$ cat config.mk
export PLATFORM = sky130hd
export DESIGN_NAME = debug_gate
export DESIGN_NICKNAME = d
export VERILOG_FILES = /design/src/logic/harness_pkg.sv /design/src/logic/debug_gate.sv
export VERILOG_INCLUDE_DIRS = /design/src /design/src/logic
export SDC_FILE = /design/constraint.sdc
export NUM_CORES = 1
export LEC_CHECK = 0
export ABC_AREA = 1
export BUFFER_PORTS_ARGS = -buffer_cell sky130_fd_sc_hd__buf_2
export CAP_MARGIN = 20
export CORE_AREA = 3 3 40 42
export DETAILED_ROUTE_END_ITERATION = 16
export DIE_AREA = 0 0 43 45
export PLACE_DENSITY_LB_ADDON = 0.2
export SYNTH_ARGS = -nofsm -noshare
export SYNTH_HDL_FRONTEND = slang
export SYNTH_SLANG_ARGS = --single-unit
$ cat constraint.sdc
create_clock -name clk_i -period 1.52 [get_ports clk_i]
set_input_delay 0.228 -clock clk_i [delete_from_list [all_inputs] [get_ports clk_i]]
set_output_delay 0.228 -clock clk_i [all_outputs]
set_load 0.02 [all_outputs]
$ cat src/logic/harness_defs.svh
// --------------------------------------------------------------------------
// Shared widths and sizes of the memory harness
// Address map of the SRAM banks and the debug hold-off length
// --------------------------------------------------------------------------

`ifndef HARNESS_DEFS_SVH
`define HARNESS_DEFS_SVH

// Request bus widths
`define HARNESS_ADDR_W      32
`define HARNESS_DATA_W      64
`define HARNESS_BE_W        8

// Bank geometry, 256 words of 8 bytes gives 2 KiB per bank
`define HARNESS_NUM_BANKS   4
`define HARNESS_BANK_WORDS  256
`define HARNESS_WORD_IDX_W  8

// ------------------------------------------------------------------------
// Address map
// ------------------------------------------------------------------------
// Bank k starts at base + k * stride
`define HARNESS_BANK_BASE   32'h8000_0000
// Upper half of each stride is left unmapped
`define HARNESS_BANK_STRIDE 32'h0000_1000

// Cycles after reset before a debug request is let through
`define HARNESS_DEBUG_DELAY 50

`endif

$ cat src/logic/harness_pkg.sv
// --------------------------------------------------------------------------
// Vector types shared by the harness RTL and its testbench
// --------------------------------------------------------------------------

`include "harness_defs.svh"

package harness_pkg;

  // Byte address on the request bus
  typedef logic [`HARNESS_ADDR_W-1:0] addr_t;

  // One data word and its byte enables
  typedef logic [`HARNESS_DATA_W-1:0] data_t;
  typedef logic [`HARNESS_BE_W-1:0]   be_t;

  // Word index inside one bank
  typedef logic [`HARNESS_WORD_IDX_W-1:0] word_idx_t;

  // Bank number
  typedef logic [$clog2(`HARNESS_NUM_BANKS)-1:0] bank_sel_t;

  // Debug hold-off counter, must hold the full delay value
  typedef logic [$clog2(`HARNESS_DEBUG_DELAY+1)-1:0] delay_cnt_t;

endpackage

$ cat src/logic/debug_gate.sv
// --------------------------------------------------------------------------
// Debug request gate
// Post-reset hold-off counter and enable gating of the debug request
// --------------------------------------------------------------------------

`timescale 1ns/1ns

`include "harness_defs.svh"

module debug_gate (
  input  logic clk_i,
  input  logic rst_ni,
  input  logic debug_req_i,
  input  logic debug_en_i,
  output logic debug_req_o
);

  import harness_pkg::*;

  delay_cnt_t cnt_d;
  delay_cnt_t cnt_q;

  // Count down to zero and stay there
  assign cnt_d = (cnt_q != '0) ? cnt_q - delay_cnt_t'(1) : '0;

  // Gives the system time to settle before the first debug request
  always_ff @(posedge clk_i or negedge rst_ni) begin : p_cnt
    if (!rst_ni) begin
      cnt_q <= delay_cnt_t'(`HARNESS_DEBUG_DELAY);
    end else begin
      cnt_q <= cnt_d;
    end
  end

  // Blocked while counting, then passed through when enabled
  assign debug_req_o = (cnt_q == '0) & debug_en_i & debug_req_i;

endmodule

# Word level (Yosys, flattened, before mapping)
# Index checks and enable logic that the tools add are counted.
# op_classes
reduce_logical,2
addsub,1
muxes,1
bitwise,2
# ops
op,count
$logic_not 6->1,1
$mux 6,1
$reduce_bool 6->1,1
$sub 6x1->6 const B,1
$and 1x1->1,2
# totals
input_bits,4
output_inout_bits,1
ff_bits,6

# Longest topological paths before layout
# logic_depth
word_depth,3
mapped_depth,7
ltp_nobuf,7

# Worst setup path after synthesis
# Ideal clock, no wire load.
# synth_timing
path_kind,reg-to-output
from,register cnt_q[0]
to,output debug_req_o
n_path_buf,0
required_time_ns,1.292
stages_incl_launch_ff,5
arrival_time_ns,1.138
setup_slack_ns,0.154
path_cell_list,dfrtp_1 inv_1 ha_1 nand4_4 nor2_1
# synth_via
elab_chain_cells,3
# synth_rtl
item,line_no,text
"start, declared",debug_gate.sv:21,delay_cnt_t cnt_q;
"start signal, assigned",debug_gate.sv:29,cnt_q <= delay_cnt_t'(`HARNESS_DEBUG_DELAY);
"start signal, assigned",debug_gate.sv:31,cnt_q <= cnt_d;
$logic_not 6->1,debug_gate.sv:36,assign debug_req_o = (cnt_q == '0) & debug_en_i & debug_req_i;
$and 1x1->1 (2 in series),debug_gate.sv:36,
"end, declared",debug_gate.sv:15,output logic debug_req_o
# Every way passes these cells.

# Worst setup path in the final report
# layout_timing
from,register cnt_q[1]
to,output debug_req_o
# Same word-level chain as after synthesis.

==> out/results.tsv <==
stage	metric	value	unit
worst_setup_path	CP Data Arrival Time	1260	ps
clock_network	CTS max path bufs	2	
final_layout	Final Util	36.7	%
final_layout	commonest cells after routing, fill and taps aside	12 x nand2_1, 9 x inv_1, 5 x nor2_1	
sta	fin. max-slew vios	0	
die	FP Rows	13	
worst_setup_path	critical path's largest stage delay	540	ps
routing	post-route ant nets	0	
synthesis	synthesized cell area	359	µm²
outcome	run status	finished clean	
clock_network	clk sinks	6	
sta	Final Critical Period	1490	ps
power	Max VDD drop	0.349	mV
synthesis	Yosys warning total	0	
routing	post-DR vias/cell	4.21	
sta	actual slew at the worst max-slew pin	259	ps
clock_network	root buffer cell	clkbuf_4	
placement	Port-buffer cells	4	
job	MaxCap Viol Count	0	
placement	placer congestion estimate	0.704	
routing	Avg WL per Cell	9.37	µm
die	DIE HEIGHT	45	µm
final_layout	NumNets Final	63	
synthesis	top-area cell type share of the netlist area	22.0	%
worst_setup_path	Reg2Reg Depth	7	
final_layout	ant diodes	0	
sta	setup TNS	0	ps
placement	dpl cells	64	
synthesis	Seq cells post-synth	6	
final_layout	Syn-to-layout area delta	31.4	%
worst_setup_path	CP required	1290	ps
final_layout	biggest regs	cnt_q (6)	
worst_setup_path	CP Class	reg2out	
sta	max frequency	672	MHz
sta	Tcrit/Tclk final	97.9	%
worst_hold_path	HP Class	in2async	
final_layout	final-layout fill cell count	134	
die	initial core utilization	27.9	%
worst_setup_path	Worst setup EP type	output pin	
worst_setup_path	Startpoint Class	flip-flop	
synthesis	syn avg cell area	8.16	µm²
sta	skew final	4.41	ps
sta	final count of hold timing violations	0	
sta	final setup fails	0	
clock_network	H-tree depth	1	
synthesis	post-synth top area cell	dfstp_2	
clock_network	Clk Latency, worst-skew pair	250	ps
power	Comb pwr share	4.0	%
routing	Vias	299	
power	Switch Pwr	0.0000737	W
final_layout	max reg flops	6	
final_layout	Finished Layout Cells	71	
die	core area	0.00128	mm²
clock_network	Clock Pin Slew Worst Setup and Hold Paths	50	ps
power	LEAKAGE	0.270	nW
routing	Detailed Route WL	665	µm
sta	RSZ-0062 raised after global routing	yes	
routing	First DRT Iteration DRCs	3	
clock_network	Num CTS Buffers	3	
grt	vias in the first global route	294	
synthesis	largest cells by area after synthesis	dfstp_2 22%, dfrtp_1 21%, nand2_1 13%	
worst_setup_path	worst path cell trace	inv_2, ha_4, nand4_4, nor2_1, buf_4	
routing	detailed-route DRC error count	0	
power	cell-internal power	0.000267	W
grt	Total Routing Usage GR	8.79	%
grt	total congestion overflow	0	
synthesis	syn_nets	50	
routing	DRT Pass-1 Iters	4	
placement	post-DP HPWL	476	µm
grt	largest net degree at the start of global routing	7	
die	Die Area	0.00194	mm²
power	clock share of power	49.0	%
clock_network	CTS tree	built	
power	Sw Ratio	21.6	%
power	pwr dens	723	mW/mm²
worst_setup_path	CP max FO	2	
die	Die Wd	43	µm
grt	initial antenna violation count	0	
synthesis	Cells after Synth	44	
synthesis	sequential cell area fraction in the yosys report	42.9	%
final_layout	Largest Register	cnt_q	
worst_setup_path	CP max stage cell	dfstp_2	
die	num ports	5	
synthesis	number of library cell types mapped by synthesis	14	
final_layout	share of post-route cells with drive strength above 1	39.3	%
power	Sequential Power Share	47.1	%
grt	first-pass GRT wire length	1200	µm
sta	Max-Slew Margin vs Limit	82.7	%
final_layout	most common cell after layout, fill and taps aside	nand2_1	
-- routing by layer --
metal	track usage (%)	vias up	wire, µm
met5	0	-	0
met4	7.23	0	36
met3	2.39	5	38
met2	12.6	10	289
met1	11.0	132	301
li1	-	152	-
-- power by group through the flow --
stage                     clock network, W  registers [W]   logic (W)
final                             0.000167       0.000160   0.0000135
after global routing              0.000186       0.000160   0.0000152
after detailed placement                 0       0.000163   0.0000111
after global placement                   0       0.000163   0.0000112
after CTS                         0.000168       0.000160   0.0000131
after floorplan                          0       0.000163  0.00000306
-- worst max-delay path: cells and delay by family, from the launching register on --
family	cells	cell delay, ps
flops	1	540
buf+inv	2	200
fa+ha+maj	1	160
simple gates	2	110
-- synthesized netlist by cell type --
master,n
nand3_2,1
dfstp_2,3
nor2_4,1
nor2_2,2
nor2_1,5
ha_1,2
nand2_1,12
dfrtp_1,3
nand4_1,1
nand4_4,1
nand3_1,1
inv_2,1
inv_1,10
o21ai_2,1
-- repair_timing --
| item | in CTS | in global routing |
|---|---|---|
| hold buffers | 1 | 0 |
| hold endpoints to repair | 3 | 0 |
| pin swaps | 1 | 0 |
| cloned | 0 | 0 |
| setup endpoints to repair | 1 | 1 |
| resized for setup | 2 | 2 |
| buffers inserted | 1 | 1 |
-- path summary, 6_finish.rpt --
check,slack [ps],startpoint,endpoint
max,30,cnt_q[1]$_DFF_PN1_,debug_req_o
min,330,rst_ni,cnt_q[3]$_DFF_PN0_
max reg2reg,220,cnt_q[1]$_DFF_PN1_,cnt_q[2]$_DFF_PN0_
min reg2reg,480,cnt_q[4]$_DFF_PN1_,cnt_q[4]$_DFF_PN1_
max in group asynchronous,970,rst_ni,cnt_q[5]$_DFF_PN1_
min in group clk_i,480,cnt_q[4]$_DFF_PN1_,cnt_q[4]$_DFF_PN1_
-- area by class of cell --
cell class / count / area, µm² / area share (%)
multi-input combinational: 27 / 176 / 37.4
sequential: 6 / 154 / 32.6
timing repair buffer: 8 / 55.1 / 11.7
inverter: 11 / 41.3 / 8.75
clock buffer: 4 / 26.3 / 5.57
tap: 15 / 18.8 / 3.98
-- through the flow --
stage          instance area (µm²)  power (W)  hold WS [ps]  setup slack, ps
2_1_floorplan                  359   0.000166         -67.6              154
3_3_place_gp                   405   0.000174          66.9              177
3_5_place_dp                   405   0.000174          63.3              170
4_1_cts                        462   0.000341           338             2.46
5_1_grt                        472   0.000362           334            -21.7
6_report                       472   0.000341           325             31.2
-- cells by family after synthesis --
family | Yosys count | share of synthesized area, %
simple gates | 24 | 36.2
flops | 6 | 42.9
compound gates | 1 | 2.44
fa+ha+maj | 2 | 6.97
buf+inv | 11 | 11.5
(Power assumes the default switching activity.)
