**config.mk**
```make
export PLATFORM = sky130hd
export DESIGN_NAME = resp_mux
export DESIGN_NICKNAME = d
export VERILOG_FILES = /design/src/logic/harness_pkg.sv /design/src/logic/resp_mux.sv
export VERILOG_INCLUDE_DIRS = /design/src /design/src/logic
export SDC_FILE = /design/constraint.sdc
export NUM_CORES = 1
export LEC_CHECK = 0
export BUFFER_PORTS_ARGS = -buffer_cell sky130_fd_sc_hd__buf_2
export CORE_AREA = 4 4 126 128
export CTS_BUF_LIST = sky130_fd_sc_hd__clkbuf_8
export DETAILED_ROUTE_END_ITERATION = 12
export DIE_AREA = 0 0 130 132
export GPL_ROUTABILITY_DRIVEN = 1
export GPL_TIMING_DRIVEN = 0
export HOLD_SLACK_MARGIN = 0.08
export PLACE_DENSITY = 0.46
export RECOVER_POWER = 25
export SLEW_MARGIN = 20
export SYNTH_ARGS = -nofsm -noshare
export SYNTH_HDL_FRONTEND = slang
export SYNTH_SLANG_ARGS = --single-unit
```
**constraint.sdc**
```tcl
create_clock -name clk_i -period 2.24 [get_ports clk_i]
set_input_delay 0 -clock clk_i [delete_from_list [all_inputs] [get_ports clk_i]]
set_output_delay 0 -clock clk_i [all_outputs]
set_load 0.01 [all_outputs]
```
**src/logic/harness_defs.svh**
```systemverilog
// --------------------------------------------------------------------------
// Shared widths and sizes of the memory harness
// Address map of the SRAM banks and the debug hold-off length
// --------------------------------------------------------------------------

`ifndef HARNESS_DEFS_SVH
`define HARNESS_DEFS_SVH

// Request bus widths
`define HARNESS_ADDR_W      32
`define HARNESS_DATA_W      64
`define HARNESS_BE_W        8

// Bank geometry, 256 words of 8 bytes gives 2 KiB per bank
`define HARNESS_NUM_BANKS   4
`define HARNESS_BANK_WORDS  256
`define HARNESS_WORD_IDX_W  8

// ------------------------------------------------------------------------
// Address map
// ------------------------------------------------------------------------
// Bank k starts at base + k * stride
`define HARNESS_BANK_BASE   32'h8000_0000
// Upper half of each stride is left unmapped
`define HARNESS_BANK_STRIDE 32'h0000_1000

// Cycles after reset before a debug request is let through
`define HARNESS_DEBUG_DELAY 50

`endif

```
**src/logic/harness_pkg.sv**
```systemverilog
// --------------------------------------------------------------------------
// Vector types shared by the harness RTL and its testbench
// --------------------------------------------------------------------------

`include "harness_defs.svh"

package harness_pkg;

  // Byte address on the request bus
  typedef logic [`HARNESS_ADDR_W-1:0] addr_t;

  // One data word and its byte enables
  typedef logic [`HARNESS_DATA_W-1:0] data_t;
  typedef logic [`HARNESS_BE_W-1:0]   be_t;

  // Word index inside one bank
  typedef logic [`HARNESS_WORD_IDX_W-1:0] word_idx_t;

  // Bank number
  typedef logic [$clog2(`HARNESS_NUM_BANKS)-1:0] bank_sel_t;

  // Debug hold-off counter, must hold the full delay value
  typedef logic [$clog2(`HARNESS_DEBUG_DELAY+1)-1:0] delay_cnt_t;

endpackage

```
**src/logic/resp_mux.sv**
```systemverilog
// --------------------------------------------------------------------------
// Response stage of the harness
// One register stage for request info, bank read data merge and the
// error response for unmapped addresses
// --------------------------------------------------------------------------

`timescale 1ns/1ns

`include "harness_defs.svh"

module resp_mux (
  input  logic                   clk_i,
  input  logic                   rst_ni,
  input  logic                   req_i,
  input  logic                   we_i,
  input  logic                   miss_i,
  input  harness_pkg::bank_sel_t sel_i,
  input  harness_pkg::data_t     bank_rdata_i [`HARNESS_NUM_BANKS],
  output logic                   rvalid_o,
  output logic                   err_o,
  output harness_pkg::data_t     rdata_o
);

  import harness_pkg::*;

  logic      req_q;
  logic      we_q;
  logic      miss_q;
  bank_sel_t sel_q;

  // ------------------------------------------------------------------------
  // Request pipeline register
  // ------------------------------------------------------------------------
  // Lines up with the bank read latency
  always_ff @(posedge clk_i or negedge rst_ni) begin : p_pipe
    if (!rst_ni) begin
      req_q  <= 1'b0;
      we_q   <= 1'b0;
      miss_q <= 1'b0;
      sel_q  <= '0;
    end else begin
      req_q  <= req_i;
      we_q   <= we_i;
      miss_q <= miss_i;
      sel_q  <= sel_i;
    end
  end

  // ------------------------------------------------------------------------
  // Response forming
  // ------------------------------------------------------------------------
  // Every request gets exactly one response pulse
  assign rvalid_o = req_q;

  // Error slave behaviour for unmapped addresses
  assign err_o = miss_q;

  // Data only for a read that hit a bank
  assign rdata_o = (req_q && !we_q && !miss_q) ? bank_rdata_i[sel_q] : '0;

endmodule

```
======== Word level (Yosys, flattened, before mapping) ========
Cells that the tools add are included.
cells by class
  mux-type cells .......................... 4
  $lt $le $gt $ge ......................... 1
  bitwise gates (word level) .............. 1
  reduce and logical (&&, ||, !) cells .... 4
operators with widths
  kind                                         count
  two-way mux 64 bit                           3
  binary-select mux 64 bit (select 2 bit)      1
  >= comparator 3 bit (second input constant)  1
  inverter 2 -> 3 bit                          1
  logical AND 1 bit                            2
  zero test 1 bit                              2
word-level totals
  register bits ........................... 5
  input port bits ......................... 263
  word-level logic and storage cells ...... 14

======== Logic depth before layout (Yosys ltp) ========
Gate-level depths: netlist of run 1.
  word-level depth ........................ 5
  gate-level depth with buffers ........... 4

======== Worst setup path before layout of run 1 ========
OpenSTA, ideal clock, no wires.
  path type ............................... register to output
  start ................................... register miss_q, in the netlist err_o
  end ..................................... output rdata_o[10]
  arrival time ............................ 1.424 ns
  required time ........................... 2.240 ns
  cell stages (with the launch flop) ...... 5
  path buffers ............................ 2
  path slack .............................. 0.816 ns
  cell sequence ........................... dfrtp_1 -> or4b_1 -> buf_6 -> buf_8 -> o22ai_1
between the ends
  word-level cells in the longest chain between the ends .. 3
RTL lines
  what                      line            text
  start: declaration        resp_mux.sv:28  logic miss_q;
  start signal: assignment  resp_mux.sv:44  miss_q <= miss_i;
  zero test 1 bit           resp_mux.sv:59  assign rdata_o = (req_q && !we_q && !miss_q) ? bank_rdata_i[sel_q] : '0;
  logical AND 1 bit         resp_mux.sv:59
  two-way mux 64 bit        resp_mux.sv:59
  end: declaration          resp_mux.sv:21  output harness_pkg::data_t rdata_o
Every way passes these cells.

======== Worst setup path in the final report of run 1 ========
  start ................................... register sel_q[1]
  end ..................................... output rdata_o[40]
between the ends
  word-level cells in the longest chain between the ends .. 5
RTL lines
  what                                                   line            text
  start: declaration                                     resp_mux.sv:29  bank_sel_t sel_q;
  start signal: assignment                               resp_mux.sv:45  sel_q <= sel_i;
  inverter 2 -> 3 bit (not written as such)              resp_mux.sv:59
  binary-select mux 64 bit (select 2 bit)                resp_mux.sv:59
  two-way mux 64 bit (not written as such) (2 in a row)  resp_mux.sv:59
  two-way mux 64 bit                                     resp_mux.sv:59
Every way passes these cells. The select of a mux whose other input is x is not followed.

==> summary.md, run 1 <==
| Metric | Value |
|---|---|
| Routed vias/inst | `4.33` |
| Global route overflow | `0` |
| Starting density of the core | `13.6%` |
| CP Launch Type | `flip-flop` |
| Fmax | `520 MHz` |
| Mapped Nets | `490` |
| Die width | `130 um` |
| Chip height | `132 um` |
| Hold crit path type | `primary input to async pin` |
| Setup Buffers After CTS | `0` |
| Final nets | `828` |
| Sequential share of the synthesized area | `6.18%` |
| Max-Cap Viols | `0` |
| Initial DRC count | `132` |
| Util after Layout | `26.9%` |
| TritonCTS Buffers | `3` |
| I/O pin count | `329` |
| WP data required | `2240 ps` |
| Antenna cells | `0` |
| Worst Path Class, Setup | `flip-flop to output port` |
| Avg Cell Area, Syn | `8.92 sq um` |
| Drt drc | `0` |
| DPL Wire Length | `10.4 mm` |
| Root Buffer | `clkbuf_8` |
| Area Growth Syn to Fin | `97.5%` |
| Setup total negative slack | `0 ps` |
| Slew headroom | `64.9%` |
| Synth Instances | `227` |
| Leak Pwr | `2.43 nW` |
| Fillers | `1,672` |
| CTS Sinks | `5` |
| First-pass DRT Iterations | `4` |
| Final WL | `12.0 mm` |
| Worst slew pin tran | `526 ps` |
| Synth cell types | `9` |
| Worst vdd ir | `0.000321 V` |
| DR vias | `3,258` |
| Core Rows | `45` |
| IO buf count | `328` |
| CTS H-tree lvls | `1` |
| DRT antenna net count | `0` |
| Period utilization | `85.8%` |
| Final number of hold-violating endpoints | `0` |
| Clk slew on worst S/H paths | `40 ps` |
| Clock Tree Buf Depth | `2` |
| #FFs+latches synth | `5` |
| Design Power | `0.865 mW` |
| Placeable Area | `14,900 sq um` |
| Synth warn | `0` |
| Critical path arrival | `1920 ps` |
| Global-route usage over all layers | `12.2%` |
| Initial antenna violation count | `1` |
| Fin. max-slew vios | `0` |
| CP Max Fanout | `10` |
| First-pass GRT wire length | `17.0 mm` |
| Largest net degree at the start of global routing | `11` |
| Min Clock Period, post-route | `1920 ps` |
| RePlAce Congestion | `0.837` |
| Die ar. | `17,200 sq um` |
| Fin Hold WS | `164 ps` |
| Mapped Area | `2020 sq um` |
| Worst setup EP type | `output port` |
| Status | `complete, no violations` |
| CTS tree | `built` |
| Setup violation total in the final timing report | `0` |
| Vias in the first global route | `3,284` |
| Pwr dens | `216 nW/um^2` |
| RSZ-0062 raised after global routing | `false` |
| Drt wl/cell | `16.0 um` |
| Layout cells sized above 1 | `61.2%` |
-- registers in the layout, summed over array words and instances (netlist names) --
name	cells
err_o	1
rvalid_o	1
sel_q	2
we_q	1
-- power breakdown --
part / internal [mW] / switching, mW / total [mW]
Clock: 0.118 / 0.0471 / 0.165
Sequential: 0.0955 / 0.00302 / 0.0985
Combinational: 0.338 / 0.263 / 0.602
Total: 0.552 / 0.313 / 0.865
-- cell type report --
cell class | instances | area, sq um | share of cell area, %
timing repair buffer | 334 | 1690 | 42.3
multi-input combinational | 194 | 1710 | 42.7
buffer | 27 | 194 | 4.85
clock inverter | 1 | 3.75 | 0.0939
clock buffer | 3 | 41.3 | 1.03
sequential | 5 | 125 | 3.13
tap | 188 | 235 | 5.88
-- critical path: stages, from the launching register on --
cell and delay (ps):
dfrtp_1 380, or4b_1 530, buf_6 190, buf_8 150, o22ai_1 260, buf_2 190
-- cell usage in the layout (no fill, tap or decap) --
master         synthesis  final
buf_2                 13    332
mux2i_1              128    128
o22ai_1               64     64
clkbuf_1               8     14
buf_8                  6      6
dlygate4sd3_1          0      6
dfrtp_1                5      5
clkbuf_8               0      3
clkbuf_2               0      2
or4b_1                 1      1
buf_6                  1      1
nand4bb_2              0      1
inv_1                  0      1
-- layer usage --
metal  vias up  share of wire [%]  global-route usage [%]
met3        12                8.6                    1.54
met2       178                 52                    23.0
met5         -               0.17                       0
met4         2                1.1                    1.56
li1       1596                  -                       -
met1      1470                 38                    14.9
-- Yosys cell counts --
cell type,instances,area [sq um]
buf_6,1,11.3
mux2i_1,128,1280
dfrtp_1,5,125
or4b_1,1,10.0
o22ai_1,64,400
buf_2,13,65.1
nand4bb_1,1,11.3
clkbuf_1,8,30.0
buf_8,6,90.1
-- kinds of logic after synthesis --
family | after synthesis | synth area share [%]
compound gates | 64 | 19.8
buf+inv | 28 | 9.70
flops | 5 | 6.18
mux | 128 | 63.3
simple gates | 2 | 1.05
-- timing repair --
action / 4_1_cts / 5_1_grt
hold endpoints to repair: 10 / 0
gates resized for setup: 0 / 3
hold buffers: 6 / 0
setup endpoints to repair: 0 / 4
-- metrics by stage --
stage | instance area, sq um | std cells | setup slack [ps]
6_report | 4000 | 752 | 318
5_1_grt | 4000 | 752 | 167
4_1_cts | 4010 | 753 | 18.9
3_5_place_dp | 3900 | 743 | 256
3_3_place_gp | 3900 | 743 | 274
2_1_floorplan | 2020 | 227 | 816
-- final timing paths --
path	start	endpoint	slack (ps)	depth (start not counted)
hold / removal	rst_ni	rvalid_o	160	2
setup / recovery	sel_q[1]	rdata_o[40]	320	5
min in group clk_i	bank_rdata_i[72]	rdata_o[8]	380	4
max in group asynchronous	rst_ni	we_q	1860	2
No activity file was read; power rests on OpenSTA's default activity.
==> run 2: changes to the inputs <==
--- a/config.mk
+++ b/config.mk
@@ -9,2 +9,3 @@
 export BUFFER_PORTS_ARGS = -buffer_cell sky130_fd_sc_hd__buf_2
+export CAP_MARGIN = 10
 export CORE_AREA = 4 4 126 128
==> constraint.sdc (replaced) <==
create_clock -name clk_i -period 2.24 [get_ports clk_i]
set_input_delay 0.672 -clock clk_i [delete_from_list [all_inputs] [get_ports clk_i]]
set_output_delay 0.672 -clock clk_i [all_outputs]
set_load 0.01 [all_outputs]
==> run 2 against run 1 <==
The flow now finishes with violations (setup timing); clock power barely moved; combinational power rose by 12%; first-iteration DRC count fell by 30%; power rose by 8.4%; sequential share of layout area fell by 0.29 points; hold slack improved by 130 ps; cell area rose by 10%; count of clock-buffer cells in the layout did not move; setup slack got worse by 560 ps; via count rose by 2.7%; largest power group unchanged.
==> summary.md, run 2 (synthesis gave the netlist of run 1 again) <==
| Metric | Value |
|---|---|
| PnR worst setup slack | `-246 ps (was 318 ps)` |
| RSZ-0062 raised after global routing | `true (was false)` |
| Crit path max-delay family | `simple AND/OR/NAND/NOR gates (unchanged)` |
| Root Buffer | `clkbuf_8 (unchanged)` |
| Status | `finished, violations left (was complete, no violations)` |
| Die ar. | `17,200 sq um (unchanged)` |
| CP Launch Type | `flip-flop (unchanged)` |
| Number of flip-flops in the largest register | `2 (unchanged)` |
| RePlAce Congestion | `0.837 (unchanged)` |
| Fillers | `1,639 (was 1,672)` |
| DPL Wire Length | `10.4 mm (unchanged)` |
| CTS H-tree lvls | `1 (unchanged)` |
| Fmax | `402 MHz (was 520 MHz)` |
| First-pass DRT Iterations | `6 (was 4)` |
| Area Growth Syn to Fin | `117% (was 97.5%)` |
| Drt drc | `0 (unchanged)` |
| Max-Cap Viols | `0 (unchanged)` |
| Final number of hold-violating endpoints | `0 (unchanged)` |
| CP max-delay cell | `or4b_4 (was or4b_1)` |
| Clock Tree Buf Depth | `2 (unchanged)` |
| Final nets | `826 (was 828)` |
| Pwr dens | `213 nW/um^2 (was 216 nW/um^2)` |
| Final WL | `12.5 mm (was 12.0 mm)` |
| First-pass GRT wire length | `17.5 mm (was 17.0 mm)` |
| Period utilization | `111% (was 85.8%)` |
| Global-route usage over all layers | `12.5% (was 12.2%)` |
| Antenna cells | `0 (unchanged)` |
| Vias in the first global route | `3,406 (was 3,284)` |
| Crit-path max cell delay | `550 ps (was 530 ps)` |
| Drt wl/cell | `16.7 um (was 16.0 um)` |
| Slew headroom | `77.9% (was 64.9%)` |
| CP Max Fanout | `10 (unchanged)` |
| Layout cells sized above 1 | `72.6% (was 61.2%)` |
| Critical path arrival | `1810 ps (was 1920 ps)` |
| Critical path cell sequence | `or4b_4, buf_12, buf_8, o22ai_1, buf_2 (was or4b_1, buf_6, buf_8, o22ai_1, buf_2)` |
| TritonCTS Buffers | `3 (unchanged)` |
| DR vias | `3,347 (was 3,258)` |
| Core Rows | `45 (unchanged)` |
| Routed vias/inst | `4.46 (was 4.33)` |
| CTS Sinks | `5 (unchanged)` |
| I/O pin count | `329 (unchanged)` |
| Min Clock Period, post-route | `2490 ps (was 1920 ps)` |
| Setup total negative slack | `-13,070 ps (was 0 ps)` |
| DRT antenna net count | `0 (unchanged)` |
| Worst setup EP type | `output port (unchanged)` |
| Chip height | `132 um (unchanged)` |
| Worst Path Class, Setup | `flip-flop to output port (unchanged)` |
| Worst vdd ir | `0.000311 V (was 0.000321 V)` |
| Worst slew pin tran | `323 ps (was 526 ps)` |
| Pre-CTS setup slack | `-416 ps (was 256 ps)` |
| Hold crit path type | `primary input to async pin (unchanged)` |
| WP data required | `1570 ps (was 2240 ps)` |
| Die width | `130 um (unchanged)` |
| Setup violation total in the final timing report | `64 (was 0)` |
| Commonest non-fill, non-tap cells in the layout | `buf_2 (328), mux2i_1 (126), o22ai_2 (37) (was buf_2 (332), mux2i_1 (128), o22ai_1 (64))` |
| Leak Pwr | `2.56 nW (was 2.43 nW)` |
| Global route overflow | `0 (unchanged)` |
| Initial DRC count | `92 (was 132)` |
| Largest net degree at the start of global routing | `11 (unchanged)` |
| CTS tree | `built (unchanged)` |
| Fin. max-slew vios | `0 (unchanged)` |
| IO buf count | `328 (unchanged)` |
| CP bufs+invs | `3 (unchanged)` |
| Violated checks | `setup timing` |
| Most common cell after layout, fill and taps aside | `buf_2 (unchanged)` |
| CTS Hold Bufs | `0 (was 6)` |
| Clk slew on worst S/H paths | `40 ps (about the same)` |
| Reg with most FFs | `sel_q (unchanged)` |
| Placeable Area | `14,900 sq um (unchanged)` |
| Initial antenna violation count | `1 (unchanged)` |
| Starting density of the core | `13.6% (unchanged)` |
-- run 2: cell types whose count changed in the layout (fill, tap and decap cells not counted), sizes merged --
cell         previous run  this run
clkbuf                 19        10
dlygate4sd3             6         0
buf                   339       352
-- run 2: how the worst max path moves through the flow --
stage | from | end | slack [ps] | cells after the start
after global routing | sel_q[0] | rdata_o[48] | -300 | 5
after CTS | sel_q[1] | rdata_o[3] | -240 | 5
final | we_q | rdata_o[14] | -250 | 5
after detailed placement | sel_q[0] | rdata_o[40] | -420 | 5
after global placement | sel_q[0] | rdata_o[1] | -400 | 5
after floorplan | err_o | rdata_o[10] | 140 | 4
-- run 2: timing repair --
item | in CTS | in global routing
setup buffers | 3 | 1
pin swaps | 5 | 2
endpoints found under the setup margin | 64 | 64
resized for setup | 49 | 37
-- run 2: cell type report --
type	count	area (sq um)	area share, %
clock inverters	1	3.75	0.0853
multi-input cells	194	2040	46.4
plain buffers	27	245	5.57
flip-flops and latches	5	125	2.84
repair buffers	332	1710	38.8
clock buffers	3	41.3	0.938
well taps	188	235	5.34
-- run 2: metal layers --
layer	vias to the layer above	wire length [um]	global-route usage (%)
li1	1596	-	-
met1	1546	4600	14.7
met2	182	6570	23.6
met3	21	1130	2.39
met4	2	199	2.19
met5	-	20	0
-- run 2: through the flow --
stage | area, sq um | hold slack, ps | util (%) | cells | power [mW]
floorplan | 2020 | 376 | - | 227 | 0.375
global placement | 3900 | 489 | 26.2 | 743 | 0.686
detailed placement | 3900 | 491 | 26.2 | 743 | 0.697
CTS | 4220 | 258 | 28.4 | 749 | 0.911
global route | 4400 | 319 | 29.6 | 750 | 1.00
finish | 4400 | 299 | 29.6 | 750 | 0.937
-- run 2: where the power goes --
| part | total (mW) | leakage (nW) | internal (mW) | switching (mW) |
|---|---|---|---|---|
| logic | 0.675 | 2.47 | 0.371 | 0.304 |
| registers | 0.0983 | 0.0583 | 0.0955 | 0.00278 |
| clock network | 0.164 | 0.0269 | 0.118 | 0.0461 |
==> run 3: changes to the inputs <==
HOLD_SLACK_MARGIN = not set   (was 0.08)
PLACE_DENSITY = not set   (was 0.46)
==> run 3 against run 2 <==
The flow still finishes with violations (setup timing); via count down 2.5%; flip-flop and latch count unchanged; cell area up 0.45%; global-route usage down 0.49 points; power down 0.33%; wire length down 3.6%; die area unchanged; sequential share of layout area about the same; critical path type unchanged.
==> summary.md, run 3 (synthesis gave the netlist of run 1 again) <==
| Metric | Value |
|---|---|
| Status | `finished, violations left (unchanged)` |
| Violated checks | `setup timing (unchanged)` |
| I/O pin count | `329 (unchanged)` |
| Fin. max-slew vios | `0 (unchanged)` |
| Initial antenna violation count | `0 (was 1)` |
| Die width | `130 um (unchanged)` |
| Max-Cap Viols | `0 (unchanged)` |
| DR vias | `3,262 (was 3,347)` |
| Min Clock Period, post-route | `2460 ps (was 2490 ps)` |
| Worst setup EP type | `output port (unchanged)` |
| CTS tree | `built (unchanged)` |
| Layout cells sized above 1 | `72.4% (was 72.6%)` |
| Fillers | `1,647 (was 1,639)` |
| Most common cell after layout, fill and taps aside | `buf_2 (unchanged)` |
| CTS Sinks | `5 (unchanged)` |
| Drt drc | `0 (unchanged)` |
| DRT antenna net count | `0 (unchanged)` |
| Final nets | `825 (was 826)` |
| Antenna cells | `0 (unchanged)` |
| Worst slew pin tran | `343 ps (was 323 ps)` |
| Core Rows | `45 (unchanged)` |
| TritonCTS Buffers | `3 (unchanged)` |
| Clk slew on worst S/H paths | `40 ps (about the same)` |
| WP data required | `1570 ps (about the same)` |
| Setup violation total in the final timing report | `64 (unchanged)` |
| Most Crowded Layer GR | `met2 (unchanged)` |
| GR Layer Usage met2 | `24.2% (was 23.6%)` |
| Slew headroom | `76.5% (was 77.9%)` |
| Period utilization | `110% (was 111%)` |
| PnR worst setup slack | `-216 ps (was -246 ps)` |
| Critical path arrival | `1780 ps (was 1810 ps)` |
| Clock Tree Buf Depth | `2 (unchanged)` |
| First-pass GRT wire length | `16.8 mm (was 17.5 mm)` |
| Root Buffer | `clkbuf_8 (unchanged)` |
| Leak Pwr | `2.56 nW (about the same)` |
| Starting density of the core | `13.6% (unchanged)` |
| Multi-input gate area | `2030 sq um (was 2040 sq um)` |
| Number of flip-flops in the largest register | `2 (unchanged)` |
| Reg with most FFs | `sel_q (unchanged)` |
| RePlAce Congestion | `0.810 (was 0.837)` |
| Initial DRC count | `103 (was 92)` |
| CP Launch Type | `flip-flop (unchanged)` |
| RSZ-0062 raised after global routing | `true (unchanged)` |
| Pwr dens | `211 nW/um^2 (was 213 nW/um^2)` |
| Final number of hold-violating endpoints | `0 (unchanged)` |
| Drt wl/cell | `16.1 um (was 16.7 um)` |
| Met1 Track Usage GR | `13.6% (was 14.7%)` |
| Register Area | `125 sq um (unchanged)` |
| Final WL | `12.1 mm (was 12.5 mm)` |
| Area Growth Syn to Fin | `118% (was 117%)` |
| Chip height | `132 um (unchanged)` |
| Worst Path Class, Setup | `flip-flop to output port (unchanged)` |
| Fmax | `407 MHz (was 402 MHz)` |
| Global-route usage over all layers | `12.0% (was 12.5%)` |
| DPL Wire Length | `9.99 mm (was 10.4 mm)` |
| CTS H-tree lvls | `1 (unchanged)` |
| Met3 Track Usage GR | `1.46% (was 2.39%)` |
| Worst vdd ir | `0.000270 V (was 0.000311 V)` |
| CTS Hold Bufs | `0 (unchanged)` |
| Global route overflow | `0 (unchanged)` |
| Commonest non-fill, non-tap cells in the layout | `buf_2 (328), mux2i_1 (125), o22ai_2 (35) (was buf_2 (328), mux2i_1 (126), o22ai_2 (37))` |
| CP Max Fanout | `10 (unchanged)` |
| Largest net degree at the start of global routing | `11 (unchanged)` |
| IO buf count | `328 (unchanged)` |
| Placeable Area | `14,900 sq um (unchanged)` |
| Fin Hold WS | `300 ps (was 299 ps)` |
| Routed vias/inst | `4.36 (was 4.46)` |
| Die ar. | `17,200 sq um (unchanged)` |
| Hold crit path type | `primary input to async pin (unchanged)` |
| Setup total negative slack | `-12,300 ps (was -13,070 ps)` |
| First-pass DRT Iterations | `6 (unchanged)` |
| Vias in the first global route | `3,419 (was 3,406)` |
-- run 3: cell count changes in the layout (fill, tap and decap cells not counted), moves of 2 or more --
cell,before,now
clkbuf_4,1,6
clkbuf_2,5,1
buf_4,11,8
o22ai_2,37,35
-- run 3: routing by layer --
metal	wire [um]	vias to the layer above
li1	-	1588
met3	1170	6
met4	108	0
met5	0	-
met2	6430	194
met1	4360	1474
-- run 3: stage by stage --
stage	total power [mW]	setup slack, ps	instances	cell area [sq um]	utilization, %
detailed placement	0.695	-449	743	3900	26.2
floorplan	0.375	144	227	2020	-
global placement	0.687	-447	743	3900	26.2
finish	0.934	-216	749	4420	29.8
CTS	0.906	-228	749	4240	28.5
global route	1.01	-266	749	4420	29.8
-- run 3: final timing paths --
path | start | end | slack [ps] | cells past startpoint
setup / recovery | we_q | rdata_o[62] | -220 | 5
hold / removal | rst_ni | rvalid_o | 300 | 1
min in group clk_i | req_i | rvalid_o | 560 | 1
max in group asynchronous | rst_ni | sel_q[0] | 1720 | 1
-- run 3: area by class of cell --
class / count / share of cell area [%]
Clock buffer: 3 / 0.934
Sequential cell: 5 / 2.83
Timing Repair Buffer: 330 / 38.9
Multi-Input combinational cell: 194 / 46.0
Clock inverter: 1 / 0.0849
Tap cell: 188 / 5.32
Buffer: 28 / 6.00
-- run 3: worst max-delay path, cell delays in order, from the launching register on --
cell	delay [ps]
dfrtp_1	360
or4b_4	550
buf_12	180
buf_8	150
o22ai_1	170
buf_2	160
-- run 3: where the power goes --
part	internal (mW)	switching [mW]	leakage (nW)	total (mW)
sequential	0.0955	0.00253	0.0583	0.0980
combinational	0.373	0.304	2.48	0.677
clock	0.117	0.0421	0.0269	0.159
-- run 3: repair_timing --
action	in CTS	in global routing
endpoints found under the hold margin	0	0
gates cloned	1	0
setup endpoints to repair	64	64
resized for setup	53	40
setup buffers	1	0
pin swaps	13	1
