### src/logic/harness_defs.svh
// --------------------------------------------------------------------------
// Shared widths and sizes of the memory harness
// Address map of the SRAM banks and the debug hold-off length
// --------------------------------------------------------------------------

`ifndef HARNESS_DEFS_SVH
`define HARNESS_DEFS_SVH

// Request bus widths
`define HARNESS_ADDR_W      32
`define HARNESS_DATA_W      64
`define HARNESS_BE_W        8

// Bank geometry, 256 words of 8 bytes gives 2 KiB per bank
`define HARNESS_NUM_BANKS   4
`define HARNESS_BANK_WORDS  256
`define HARNESS_WORD_IDX_W  8

// ------------------------------------------------------------------------
// Address map
// ------------------------------------------------------------------------
// Bank k starts at base + k * stride
`define HARNESS_BANK_BASE   32'h8000_0000
// Upper half of each stride is left unmapped
`define HARNESS_BANK_STRIDE 32'h0000_1000

// Cycles after reset before a debug request is let through
`define HARNESS_DEBUG_DELAY 50

`endif

### src/logic/harness_pkg.sv
// --------------------------------------------------------------------------
// Vector types shared by the harness RTL and its testbench
// --------------------------------------------------------------------------

`include "harness_defs.svh"

package harness_pkg;

  // Byte address on the request bus
  typedef logic [`HARNESS_ADDR_W-1:0] addr_t;

  // One data word and its byte enables
  typedef logic [`HARNESS_DATA_W-1:0] data_t;
  typedef logic [`HARNESS_BE_W-1:0]   be_t;

  // Word index inside one bank
  typedef logic [`HARNESS_WORD_IDX_W-1:0] word_idx_t;

  // Bank number
  typedef logic [$clog2(`HARNESS_NUM_BANKS)-1:0] bank_sel_t;

  // Debug hold-off counter, must hold the full delay value
  typedef logic [$clog2(`HARNESS_DEBUG_DELAY+1)-1:0] delay_cnt_t;

endpackage

### src/logic/addr_decoder.sv
// --------------------------------------------------------------------------
// Address decoder of the harness
// Range check against every bank, one-hot bank strobe, bank number and
// a miss flag for addresses outside all banks
// --------------------------------------------------------------------------

`timescale 1ns/1ns

`include "harness_defs.svh"

module addr_decoder (
  input  logic                          req_i,
  input  harness_pkg::addr_t            addr_i,
  output logic [`HARNESS_NUM_BANKS-1:0] bank_req_o,
  output harness_pkg::word_idx_t        word_idx_o,
  output harness_pkg::bank_sel_t        sel_o,
  output logic                          miss_o
);

  import harness_pkg::*;

  // Low address bits select a byte inside the word
  localparam int unsigned ByteOffW  = $clog2(`HARNESS_BE_W);
  localparam int unsigned BankBytes = `HARNESS_BANK_WORDS * `HARNESS_BE_W;

  logic [`HARNESS_NUM_BANKS-1:0] hit;

  // ------------------------------------------------------------------------
  // Range check per bank
  // ------------------------------------------------------------------------
  always_comb begin : p_range
    addr_t base;
    base  = '0;
    hit   = '0;
    sel_o = '0;
    for (int unsigned k = 0; k < `HARNESS_NUM_BANKS; k++) begin
      base = addr_t'(`HARNESS_BANK_BASE + k * `HARNESS_BANK_STRIDE);
      // Only the lower 2 KiB of each stride is backed by memory
      if (addr_i >= base && addr_i < base + addr_t'(BankBytes)) begin
        hit[k] = 1'b1;
        sel_o  = bank_sel_t'(k);
      end
    end
  end

  // Strobe only the bank that was hit
  assign bank_req_o = hit & {`HARNESS_NUM_BANKS{req_i}};

  // No region matched
  assign miss_o = req_i & ~(|hit);

  // Word index within the bank
  assign word_idx_o = addr_i[ByteOffW +: `HARNESS_WORD_IDX_W];

endmodule

### config.mk
export PLATFORM = sky130hd
export DESIGN_NAME = addr_decoder
export DESIGN_NICKNAME = d
export VERILOG_FILES = /design/src/logic/harness_pkg.sv /design/src/logic/addr_decoder.sv
export VERILOG_INCLUDE_DIRS = /design/src /design/src/logic
export SDC_FILE = /design/constraint.sdc
export NUM_CORES = 1
export LEC_CHECK = 0
export BUFFER_PORTS_ARGS = -buffer_cell sky130_fd_sc_hd__buf_2
export CAP_MARGIN = 20
export CORE_AREA = 2 2 39 41
export DETAILED_ROUTE_END_ITERATION = 12
export DIE_AREA = 0 0 41 43
export GPL_TIMING_DRIVEN = 1
export PLACE_DENSITY = 0.6
export SLEW_MARGIN = 20
export SYNTH_ARGS = -nofsm -noshare
export SYNTH_HDL_FRONTEND = slang
export SYNTH_SLANG_ARGS = --single-unit
### constraint.sdc
create_clock -name vclk -period 3
set_clock_uncertainty 0.2 [all_clocks]
set_input_delay 0.3 -clock vclk [all_inputs]
set_output_delay 0.3 -clock vclk [all_outputs]
set_load 0.005 [all_outputs]
# ---- Word level (Yosys, flattened, before mapping)
# Index checks and enable logic that the tools add are counted.
# W data, S select, Z words.
dict set report totals {
  reg_bits 0
}
dict set report op_classes {
  order_cmp 8
  n_mux 7
  n_bitwise 3
  n_reduce_logical 5
}
# cell n
set ops {}
lappend ops {{$ge A32 B32 Y1 const B} 4}
lappend ops {{$lt A32 B32 Y1 const B} 4}
lappend ops {{$mux W1} 5}
lappend ops {{$and A4 B4 Y4} 1}
lappend ops {{$logic_and A1 B1 Y1} 4}
lappend ops {{$mux W2} 2}
lappend ops {{$reduce_or A4 Y1} 1}
lappend ops {{$and A1 B1 Y1} 1}
lappend ops {{$not A1 Y1} 1}

# ---- Depth between registers and ports, before layout
# Gate-level depths: netlist of run 1.
dict set report logic_depth {
  depth_word 6
  depth_mapped 3
  ltp_nobuf 3
}

# ---- Worst setup path before layout of run 1
# Ideal clock, no wire load.
dict set report synth_path {
  path_type {input port to output port}
  start {input port addr_i[11]}
  end {output port bank_req_o[2]}
  arrival_time_ns 1.095
  required_time_ns 2.500
  slack_ns 1.405
  stages 3
  path_cell_list {nor4b_4 -> nand4_1 -> a2111oi_2}
}
dict set report synth_via {
  elab_chain_len 4
  elab_cells_between_ends 5
}
# item line
set synth_lines {}
lappend synth_lines {{from (decl)} addr_decoder.sv:13} ;# input harness_pkg::addr_t addr_i,
lappend synth_lines {{$ge A32 B32 Y1 / $lt A32 B32 Y1 (equally long branches)} addr_decoder.sv:39} ;# if (addr_i >= base && addr_i < base + addr_t'(BankBytes)) begin
lappend synth_lines {{$logic_and A1 B1 Y1 *} addr_decoder.sv:39}
lappend synth_lines {{$mux W1 *} addr_decoder.sv:39}
lappend synth_lines {{$and A4 B4 Y4 *} addr_decoder.sv:47} ;# assign bank_req_o = hit & {`HARNESS_NUM_BANKS{req_i}};
lappend synth_lines {{to (decl)} addr_decoder.sv:14} ;# output logic [`HARNESS_NUM_BANKS-1:0] bank_req_o,
# Every way passes the cells marked *; elsewhere a longest branch is shown, timed or not.

# ---- Worst setup path after layout of run 1
dict set report layout_path {
  start {input port addr_i[23]}
  end {output port bank_req_o[2]}
}
# The elaborated chain is that of the path after synthesis.

==> insert_results.sql, run 1 <==
INSERT INTO impl_metrics (metric_group, metric, value, unit) VALUES
('cells_and_area', 'seq_cell_count', '0', ''),
('synthesis', 'yosys.area.top_type', 'buf_4', ''),
('synthesis', 'post_synth_xor_area_fraction', '0', '%'),
('floorplan', 'ios', '48', ''),
('critical_path', 'critical_path_required', '2.50', 'ns'),
('critical_path', 'cp.buffers_inverters', '2', ''),
('critical_path', 'critical_path_class', 'input port to output pin', ''),
('global_route', 'grt_use_total', '6.89', '%'),
('synthesis', 'ys_warn_count', '0', ''),
('critical_path', 'worst_path_dominant_cell_family', 'simple AND/OR/NAND/NOR gates', ''),
('floorplan', 'floorplan.initialDensity', '17.5', '%'),
('drt', 'drt_drc_violations_left', '0', ''),
('drt', 'vias', '312', ''),
('synthesis', 'synthDominantCellAreaShare', '24.7', '%'),
('floorplan', 'design.core.area', '1380', 'um^2'),
('critical_path', 'nature_of_the_critical_path_endpoint', 'output pin', ''),
('critical_path', 'slowest_delay', '0.32', 'ns'),
('power_and_ir_drop', 'max-vdd-ir-drop', '0.0245', 'mV'),
('synthesis', 'synthesis.instances', '34', ''),
('synthesis', 'synth_mux_area_share', '0', '%'),
('global_route', 'maximum_number_of_pins_on_one_net_before_global_route_repair', '8', ''),
('sta', 'rsz0062_at_grt', 'false', ''),
('critical_path', 'cp_data_arrival_time', '1.43', 'ns'),
('sta', 'tightest_slew', '0.413', 'ns'),
('global_route', 'grt_pass1_vias', '214', ''),
('placement', 'hpwl', '585', 'um'),
('cells_and_area', 'nFillCells', '156', ''),
('clock_tree', 'post-cts-setup-buffers', '0', ''),
('sta', 'finalHoldViolCount', '0', ''),
('critical_path', 'timing.critical_path.cells', 'buf_2 > nor4_4 > nand4_1 > a2111oi_2 > buf_2', ''),
('power_and_ir_drop', 'power_density', '83.0', 'nW/um^2'),
('drt', 'detailedRoute.firstPassIterationCount', '4', ''),
('sta', 'timing.setup.tns', '0', 'ns'),
('drt', 'drt.antenna.violating_nets', '0', ''),
('critical_path', 'critical-path-top-cell-by-count', 'buf_2', ''),
('cells_and_area', 'antenna_diode_instance_count', '0', ''),
('critical_path', 'startpoint_type', 'input port', ''),
('floorplan', 'rows', '14', ''),
('critical_path', 'cpMaxStageDelayCell', 'a2111oi_2', ''),
('global_route', 'grt_overflow_total', '0', ''),
('synthesis', 'postSynthNetCount', '67', ''),
('synthesis', 'synth.area.top_cells', 'buf_4, nor4b_4, nor4_4', ''),
('synthesis', 'synth_simple_gate_area_share', '61.9', '%'),
('clock_tree', 'cts_hold_buf', '0', ''),
('synthesis', 'synth_top_family_by_area', 'simple AND/OR/NAND/NOR gates', ''),
('sta', 'fin_crit_sh', '64.3', '%'),
('sta', 'max_clock_freq', '518', 'MHz'),
('drt', 'drt-wirelength-per-cell', '9.44', 'um'),
('global_route', 'grt_pass1_wl', '938', 'um'),
('global_route', 'antenna_found_initial', '0', ''),
('cells_and_area', 'synthToLayoutAreaGrowth', '43.3', '%'),
('synthesis', 'netlist_area', '243', 'um^2'),
('synthesis', 'synth-compound-area-share', '11.9', '%'),
('flow_run', 'max_cap_viol_count', '0', ''),
('drt', 'viasPerCell', '4.39', ''),
('sta', 'setup_viol', '0', ''),
('cells_and_area', 'area.sequential', '0', 'um^2'),
('drt', 'drt-total-wl', '670', 'um'),
('drt', 'drt-initial-drc-count', '3', ''),
('power_and_ir_drop', 'leakage', '0.000156', 'uW'),
('critical_path', 'crit_fanout', '4', ''),
('sta', 'worst_relative_slew_slack', '72.3', '%'),
('placement', 'place_area', '348', 'um^2'),
('synthesis', 'avgSynthCellArea', '7.14', 'um^2'),
('synthesis', 'yosysSeqAreaShare', '0', '%'),
('synthesis', 'post_synth_fa_ha_maj_area_fraction', '0', '%'),
('clock_tree', 'cts.repair.resized', '0', ''),
('cells_and_area', 'final_design_area_no_fill', '348', 'um^2'),
('sta', 'final_period_minus_worst_setup_slack', '1.93', 'ns'),
('run_status', 'outcome', 'finished clean', ''),
('cells_and_area', 'num-clock-buffers', '0', ''),
('sta', 'hold_slack', '0.400', 'ns'),
('floorplan', 'die_height', '43', 'um'),
('synthesis', 'ys_types', '17', ''),
('min_path', 'min_path_type', 'input port to output pin', ''),
('cells_and_area', 'design.final.nets', '90', ''),
('cells_and_area', 'final_util', '25.1', '%'),
('placement', 'port_buffers', '29', ''),
('floorplan', 'die_width', '41', 'um'),
('floorplan', 'die-area', '1760', 'um^2'),
('sta', 'finalMaxSlewViolations', '0', ''),
('placement', 'routabilityCongestion', '0.638', ''),
('cells_and_area', 'drive_gt1_share', '60.0', '%');
-- worst paths after layout --
| kind | from | endpoint | slack (ns) | depth (start not counted) |
|---|---|---|---|---|
| min | addr_i[7] | word_idx_o[4] | 0.40 | 0 |
| max | addr_i[23] | bank_req_o[2] | 1.07 | 5 |
-- Yosys cell counts --
cell,number
buf_4,8
nor2_1,5
nor3_1,4
nand2_1,3
nand3_1,2
a2111oi_2,1
a21oi_1,1
inv_1,1
nand2b_1,1
nand3b_1,1
nand4_1,1
nor3_2,1
nor4_1,1
nor4_4,1
nor4b_1,1
nor4b_4,1
o31a_1,1
-- layout by cell type, fill, tap and decap left out, drive strengths merged --
master / count
a2111oi: 1
nor4b: 2
a21oi: 1
nand3: 2
nor2: 5
nor3: 5
nand2: 3
inv: 1
nor4: 2
nand4: 1
nand3b: 1
nand2b: 1
buf: 29
o31a: 1
-- per-layer routing --
metal | wire length (um) | vias to the layer above | track usage (%)
li1 | - | 160 | -
met1 | 311 | 128 | 11.4
met2 | 262 | 22 | 9.38
met3 | 93 | 2 | 1.05
met4 | 2 | 0 | 0.667
met5 | 0 | - | 0
-- area by class of cell --
cell class	instances	area, um^2	area share (%)
Inverter	1	3.75	1.08
Multi-Input combinational cell	25	179	51.4
Tap cell	16	20.0	5.76
Timing Repair Buffer	29	145	41.7
-- where the power goes --
part           leakage, uW  internal, uW  switching [uW]  total (uW)
Sequential               0             0               0           0
Clock                    0             0               0           0
Combinational     0.000156          15.6            13.3        28.9
-- cell families (layout without fill, tap and decap cells) --
family	after synthesis	in the layout
compound gates	3	3
buf+inv	9	30
simple gates	22	22
-- through the flow --
step | setup slack (ns) | total power [uW] | instances
floorplan | 1.41 | 17.2 | 34
global placement | 1.06 | 28.2 | 71
detailed placement | 1.06 | 28.9 | 71
CTS | 1.06 | 29.0 | 71
global route | 0.934 | 31.6 | 71
finish | 1.07 | 28.9 | 71
No activity file was read; power rests on OpenSTA's default activity.
==> inputs of run 2 (changes only) <==
Clock period 3 ns to 1.85 ns, I/O delays scaled along.
==> insert_results.sql, run 2 (synthesis gave the netlist of run 1 again) <==
INSERT INTO impl_metrics (metric_group, metric, value, unit) VALUES
('cells_and_area', 'drive_gt1_share', '61.8', '%'),
('sta', 'timing.setup.tns', '0', 'ns'),
('sta', 'rsz0062_at_grt', 'false', ''),
('critical_path', 'cp_data_arrival_time', '1.32', 'ns'),
('power_and_ir_drop', 'power.combinational.fraction', '100.0', '%'),
('global_route', 'grt_pass1_vias', '217', ''),
('critical_path', 'worstSetupStartpoint', 'addr_i[23]', ''),
('power_and_ir_drop', 'max-vdd-ir-drop', '0.0451', 'mV'),
('power_and_ir_drop', 'share_seq_of_total_power', '0', '%'),
('critical_path', 'critical_path_required', '1.46', 'ns'),
('floorplan', 'die-area', '1760', 'um^2'),
('cells_and_area', 'synthToLayoutAreaGrowth', '45.9', '%'),
('sta', 'hold_slack', '0.170', 'ns'),
('clock_tree', 'post-cts-setup-buffers', '0', ''),
('run_status', 'outcome', 'finished clean', ''),
('sta', 'finalMaxSlewViolations', '0', ''),
('critical_path', 'worst_path_dominant_cell_family', 'simple AND/OR/NAND/NOR gates', ''),
('cells_and_area', 'final_util', '25.6', '%'),
('critical_path', 'cp.buffers_inverters', '2', ''),
('sta', 'max_clock_freq', '588', 'MHz'),
('global_route', 'maximum_number_of_pins_on_one_net_before_global_route_repair', '8', ''),
('floorplan', 'ios', '48', ''),
('min_path', 'min_path_type', 'input port to output pin', ''),
('critical_path', 'startpoint_type', 'input port', ''),
('power_and_ir_drop', 'switching_share', '46.3', '%'),
('placement', 'dp.cells', '71', ''),
('sta', 'tightest_slew', '0.419', 'ns'),
('critical_path', 'critical_path_class', 'input port to output pin', ''),
('drt', 'drt-wirelength-per-cell', '9.58', 'um'),
('critical_path', 'slowest_delay', '0.33', 'ns'),
('global_route', 'grt_pass1_wl', '903', 'um'),
('drt', 'drt-initial-drc-count', '16', ''),
('critical_path', 'timing.critical_path.cells', 'buf_2 > nor4_4 > nand4_1 > a2111oi_2 > buf_2', ''),
('critical_path', 'critical-path-top-cell-by-count', 'buf_2', ''),
('power_and_ir_drop', 'power_density', '134', 'nW/um^2'),
('floorplan', 'die_width', '41', 'um'),
('cells_and_area', 'antenna_diode_instance_count', '0', ''),
('cells_and_area', 'final_cell_mix', 'buf_2, nor2_1, nor3_1', ''),
('drt', 'viasPerCell', '4.38', ''),
('critical_path', 'cpMaxStageDelayCell', 'a2111oi_2', ''),
('critical_path', 'nature_of_the_critical_path_endpoint', 'output pin', ''),
('sta', 'setup_viol', '0', ''),
('floorplan', 'die_height', '43', 'um'),
('placement', 'port_buffers', '29', ''),
('placement', 'routabilityCongestion', '0.638', ''),
('sta', 'final_period_minus_worst_setup_slack', '1.70', 'ns'),
('drt', 'drt-total-wl', '680', 'um'),
('global_route', 'grt_overflow_total', '0', ''),
('cells_and_area', 'final-instance-count-excl-fill', '71', ''),
('power_and_ir_drop', 'p_sw', '21.9', 'uW'),
('floorplan', 'floorplan.initialDensity', '17.5', '%'),
('sta', 'finalHoldViolCount', '0', ''),
('global_route', 'antenna_found_initial', '0', ''),
('min_path', 'hp-start', 'addr_i[7]', ''),
('critical_path', 'crit_fanout', '4', ''),
('power_and_ir_drop', 'pwr-share-clk', '0', '%'),
('drt', 'drt.antenna.violating_nets', '0', ''),
('cells_and_area', 'seq_cell_count', '0', ''),
('drt', 'vias', '311', ''),
('cells_and_area', 'num-clock-buffers', '0', ''),
('power_and_ir_drop', 'leakage', '0.000157', 'uW'),
('flow_run', 'max_cap_viol_count', '0', ''),
('placement', 'place_area', '348', 'um^2'),
('cells_and_area', 'area.sequential', '0', 'um^2'),
('cells_and_area', 'final_design_area_no_fill', '354', 'um^2'),
('cells_and_area', 'design.final.nets', '90', ''),
('cells_and_area', 'layout.cells.most_common', 'buf_2', ''),
('drt', 'drt_drc_violations_left', '0', ''),
('global_route', 'grt_use_total', '6.69', '%'),
('floorplan', 'design.core.area', '1380', 'um^2'),
('sta', 'worst_relative_slew_slack', '71.9', '%'),
('drt', 'detailedRoute.firstPassIterationCount', '4', ''),
('floorplan', 'rows', '14', ''),
('sta', 'fin_crit_sh', '92.0', '%'),
('power_and_ir_drop', 'internal_power', '25.4', 'uW');
-- run 2: area by class of cell --
cell class / instances / area [um^2]
fill: 157 / 1030
inverter: 1 / 3.75
multi-input combinational: 25 / 185
tap: 16 / 20.0
timing repair buffer: 29 / 145
-- run 2: worst paths after layout --
check / to / slack (ns) / cells past startpoint
max: bank_req_o[2] / 0.15 / 5
min: word_idx_o[4] / 0.17 / 0
-- run 2: through the flow --
stage | power [uW] | setup slack (ns)
3_5_place_dp | 46.8 | 0.145
4_1_cts | 46.9 | 0.144
6_report | 47.3 | 0.148
3_3_place_gp | 45.7 | 0.143
2_1_floorplan | 28.0 | 0.485
5_1_grt | 51.4 | 0.0419
-- run 2: repair_timing --
item / in CTS / in global routing
endpoints found under the hold margin: 0 / 0
hold buffers: 0 / 0
resized for setup: 0 / 1
setup endpoints to repair: 0 / 1
-- run 2: layer usage --
metal,vias up,global-route usage (%),part of all wire [%]
li1,161,-,-
met1,126,11.1,48
met2,22,9.38,38
met3,2,0.524,14
met4,0,0.667,0.29
met5,-,0,0
-- run 2: power by group through the flow --
stage                     sequential [uW]  combinational (uW)  clock, uW
after CTS                               0                46.9          0
after global placement                  0                45.7          0
final                                   0                47.3          0
after detailed placement                0                46.8          0
after global routing                    0                51.4          0
after floorplan                         0                28.0          0
==> inputs of run 3 (changes only) <==
Settings changed: ABC_AREA set to 1, PLACE_DENSITY 0.6 to 0.63.
==> insert_results.sql, run 3 <==
INSERT INTO impl_metrics (metric_group, metric, value, unit) VALUES
('synthesis', 'synth-compound-area-share', '2.65', '%'),
('cells_and_area', 'drive_gt1_share', '56.3', '%'),
('global_route', 'grt_pass1_vias', '344', ''),
('cells_and_area', 'design.final.nets', '106', ''),
('drt', 'drt-initial-drc-count', '3', ''),
('sta', 'setup_viol', '0', ''),
('global_route', 'antenna_found_initial', '0', ''),
('run_status', 'outcome', 'finished clean', ''),
('power_and_ir_drop', 'power_density', '121', 'nW/um^2'),
('global_route', 'grt_overflow_total', '0', ''),
('cells_and_area', 'final_design_area_no_fill', '388', 'um^2'),
('critical_path', 'worstSetupStartpoint', 'addr_i[21]', ''),
('floorplan', 'ios', '48', ''),
('floorplan', 'design.core.area', '1380', 'um^2'),
('synthesis', 'post_synth_xor_area_fraction', '0', '%'),
('cells_and_area', 'num-clock-buffers', '0', ''),
('synthesis', 'synth_mux_area_share', '0', '%'),
('critical_path', 'cp_data_arrival_time', '1.02', 'ns'),
('sta', 'timing.setup.tns', '0', 'ns'),
('cells_and_area', 'nFillCells', '168', ''),
('placement', 'routabilityCongestion', '0.769', ''),
('sta', 'finalMaxSlewViolations', '0', ''),
('synthesis', 'synthDominantCellAreaShare', '21.2', '%'),
('placement', 'place_area', '388', 'um^2'),
('drt', 'vias', '349', ''),
('critical_path', 'critical_path_required', '1.46', 'ns'),
('drt', 'drt-total-wl', '612', 'um'),
('sta', 'rsz0062_at_grt', 'false', ''),
('cells_and_area', 'area.sequential', '0', 'um^2'),
('sta', 'tightest_slew', '0.141', 'ns'),
('flow_run', 'max_cap_viol_count', '0', ''),
('critical_path', 'startpoint_type', 'input port', ''),
('floorplan', 'floorplan.initialDensity', '20.4', '%'),
('synthesis', 'avgSynthCellArea', '5.66', 'um^2'),
('clock_tree', 'post-cts-setup-buffers', '0', ''),
('cells_and_area', 'antenna_diode_instance_count', '0', ''),
('clock_tree', 'cts_hold_buf', '0', ''),
('drt', 'drt-wirelength-per-cell', '7.03', 'um'),
('placement', 'placement.setup.worst_slack', '0.432', 'ns'),
('power_and_ir_drop', 'power.total', '46.8', 'uW'),
('sta', 'fin_crit_sh', '75.7', '%'),
('global_route', 'grt_pass1_wl', '1080', 'um'),
('critical_path', 'nature_of_the_critical_path_endpoint', 'output pin', ''),
('cells_and_area', 'synthToLayoutAreaGrowth', '37.2', '%'),
('critical_path', 'crit_fanout', '4', ''),
('synthesis', 'synth_top_family_by_area', 'simple AND/OR/NAND/NOR gates', ''),
('power_and_ir_drop', 'leakage', '0.000228', 'uW'),
('drt', 'viasPerCell', '4.01', ''),
('cells_and_area', 'final_cell_mix', 'buf_2, nor2_1, inv_1', ''),
('synthesis', 'yosys.area.top_type', 'buf_4', ''),
('global_route', 'maximum_number_of_pins_on_one_net_before_global_route_repair', '5', ''),
('cells_and_area', 'layout.cells.most_common', 'buf_2', ''),
('global_route', 'grt_use_total', '7.99', '%'),
('floorplan', 'rows', '14', ''),
('synthesis', 'ys_types', '12', ''),
('cells_and_area', 'seq_cell_count', '0', ''),
('synthesis', 'synth_simple_gate_area_share', '66.8', '%'),
('sta', 'finalHoldViolCount', '0', ''),
('drt', 'drt_drc_violations_left', '0', ''),
('critical_path', 'critical_path_class', 'input port to output pin', ''),
('synthesis', 'netlist_area', '283', 'um^2'),
('synthesis', 'ys_warn_count', '0', ''),
('sta', 'final_period_minus_worst_setup_slack', '1.40', 'ns'),
('placement', 'hpwl', '590', 'um'),
('synthesis', 'synth.area.top_cells', 'buf_4, nor2_1, nand3_2', ''),
('sta', 'layout_setup_ws', '0.450', 'ns'),
('clock_tree', 'cts.repair.resized', '0', ''),
('synthesis', 'leading_cell_types_by_count_after_synthesis', 'nor2_1, buf_4, inv_1, nand2_1, nand3_1', ''),
('floorplan', 'die-area', '1760', 'um^2'),
('synthesis', 'synthesis.instances', '50', ''),
('drt', 'detailedRoute.firstPassIterationCount', '2', ''),
('sta', 'worst_relative_slew_slack', '90.6', '%'),
('sta', 'max_clock_freq', '714', 'MHz'),
('synthesis', 'yosysSeqAreaShare', '0', '%'),
('synthesis', 'synthMostInstantiatedCell', 'nor2_1', ''),
('synthesis', 'post_synth_fa_ha_maj_area_fraction', '0', '%'),
('synthesis', 'postSynthNetCount', '83', ''),
('floorplan', 'die_height', '43', 'um'),
('min_path', 'min_path_type', 'input port to output pin', ''),
('power_and_ir_drop', 'max-vdd-ir-drop', '0.0416', 'mV'),
('placement', 'port_buffers', '29', ''),
('floorplan', 'die_width', '41', 'um'),
('drt', 'drt.antenna.violating_nets', '0', ''),
('critical_path', 'setup.worst_path.end', 'miss_o', '');
-- run 3: cell types whose count changed after synthesis, sizes merged, moves of 2 or more --
cell / delta
nand2: +4
nor3: -4
nor2: +12
inv: +6
nand3: +6
nor4: -2
nor4b: -2
-- run 3: logic make-up (layout without fill, tap and decap cells) --
group / count (synthesis) / in the layout
AND/OR/NAND/NOR: 34 / 34
buffers and inverters: 15 / 36
AO/OA/AOI/OAI: 1 / 1
-- run 3: area by class of cell --
type                            instances  area, um^2  area share, %
Timing Repair Buffer                   29         145           37.4
Inverter                                7        26.3           6.77
Tap cell                               16        20.0           5.16
Multi-Input combinational cell         35         196           50.6
-- run 3: critical path, cell delays in order --
cell and delay, ns:
buf_2 0.10, nor2_1 0.12, nand3_2 0.10, nor2_4 0.13, nand3_1 0.12, nand3_1 0.10, nor2_1 0.04, buf_2 0.12
-- run 3: worst min-delay path by stage --
stage	startpoint	end	slack (ns)	depth (start not counted)
5_1_grt	addr_i[4]	word_idx_o[1]	0.17	0
3_3_place_gp	addr_i[9]	word_idx_o[6]	0.17	0
2_1_floorplan	addr_i[3]	word_idx_o[0]	0.25	1
4_1_cts	addr_i[9]	word_idx_o[6]	0.17	0
3_5_place_dp	addr_i[9]	word_idx_o[6]	0.17	0
6_report	addr_i[4]	word_idx_o[1]	0.17	0
-- run 3: layer usage --
layer  up-vias  GRT usage (%)  part of all wire (%)  wire [um]
li1        189              -                     -          -
met1       142           6.96                    33        204
met2        18           17.8                    53        324
met3         0          0.524                    14         83
met4         0              0                     0          0
met5         -              0                     0          0
-- run 3: power breakdown --
part	total [uW]	internal (uW)	switching [uW]
Sequential	0	0	0
Combinational	46.8	24.6	22.2
Clock	0	0	0
-- run 3: per-stage QoR --
stage / util [%] / hold slack [ns] / cells
5_1_grt: 28.0 / 0.170 / 87
4_1_cts: 28.0 / 0.170 / 87
3_3_place_gp: 28.0 / 0.170 / 87
6_report: 28.0 / 0.170 / 87
2_1_floorplan: - / 0.251 / 50
3_5_place_dp: 28.0 / 0.170 / 87
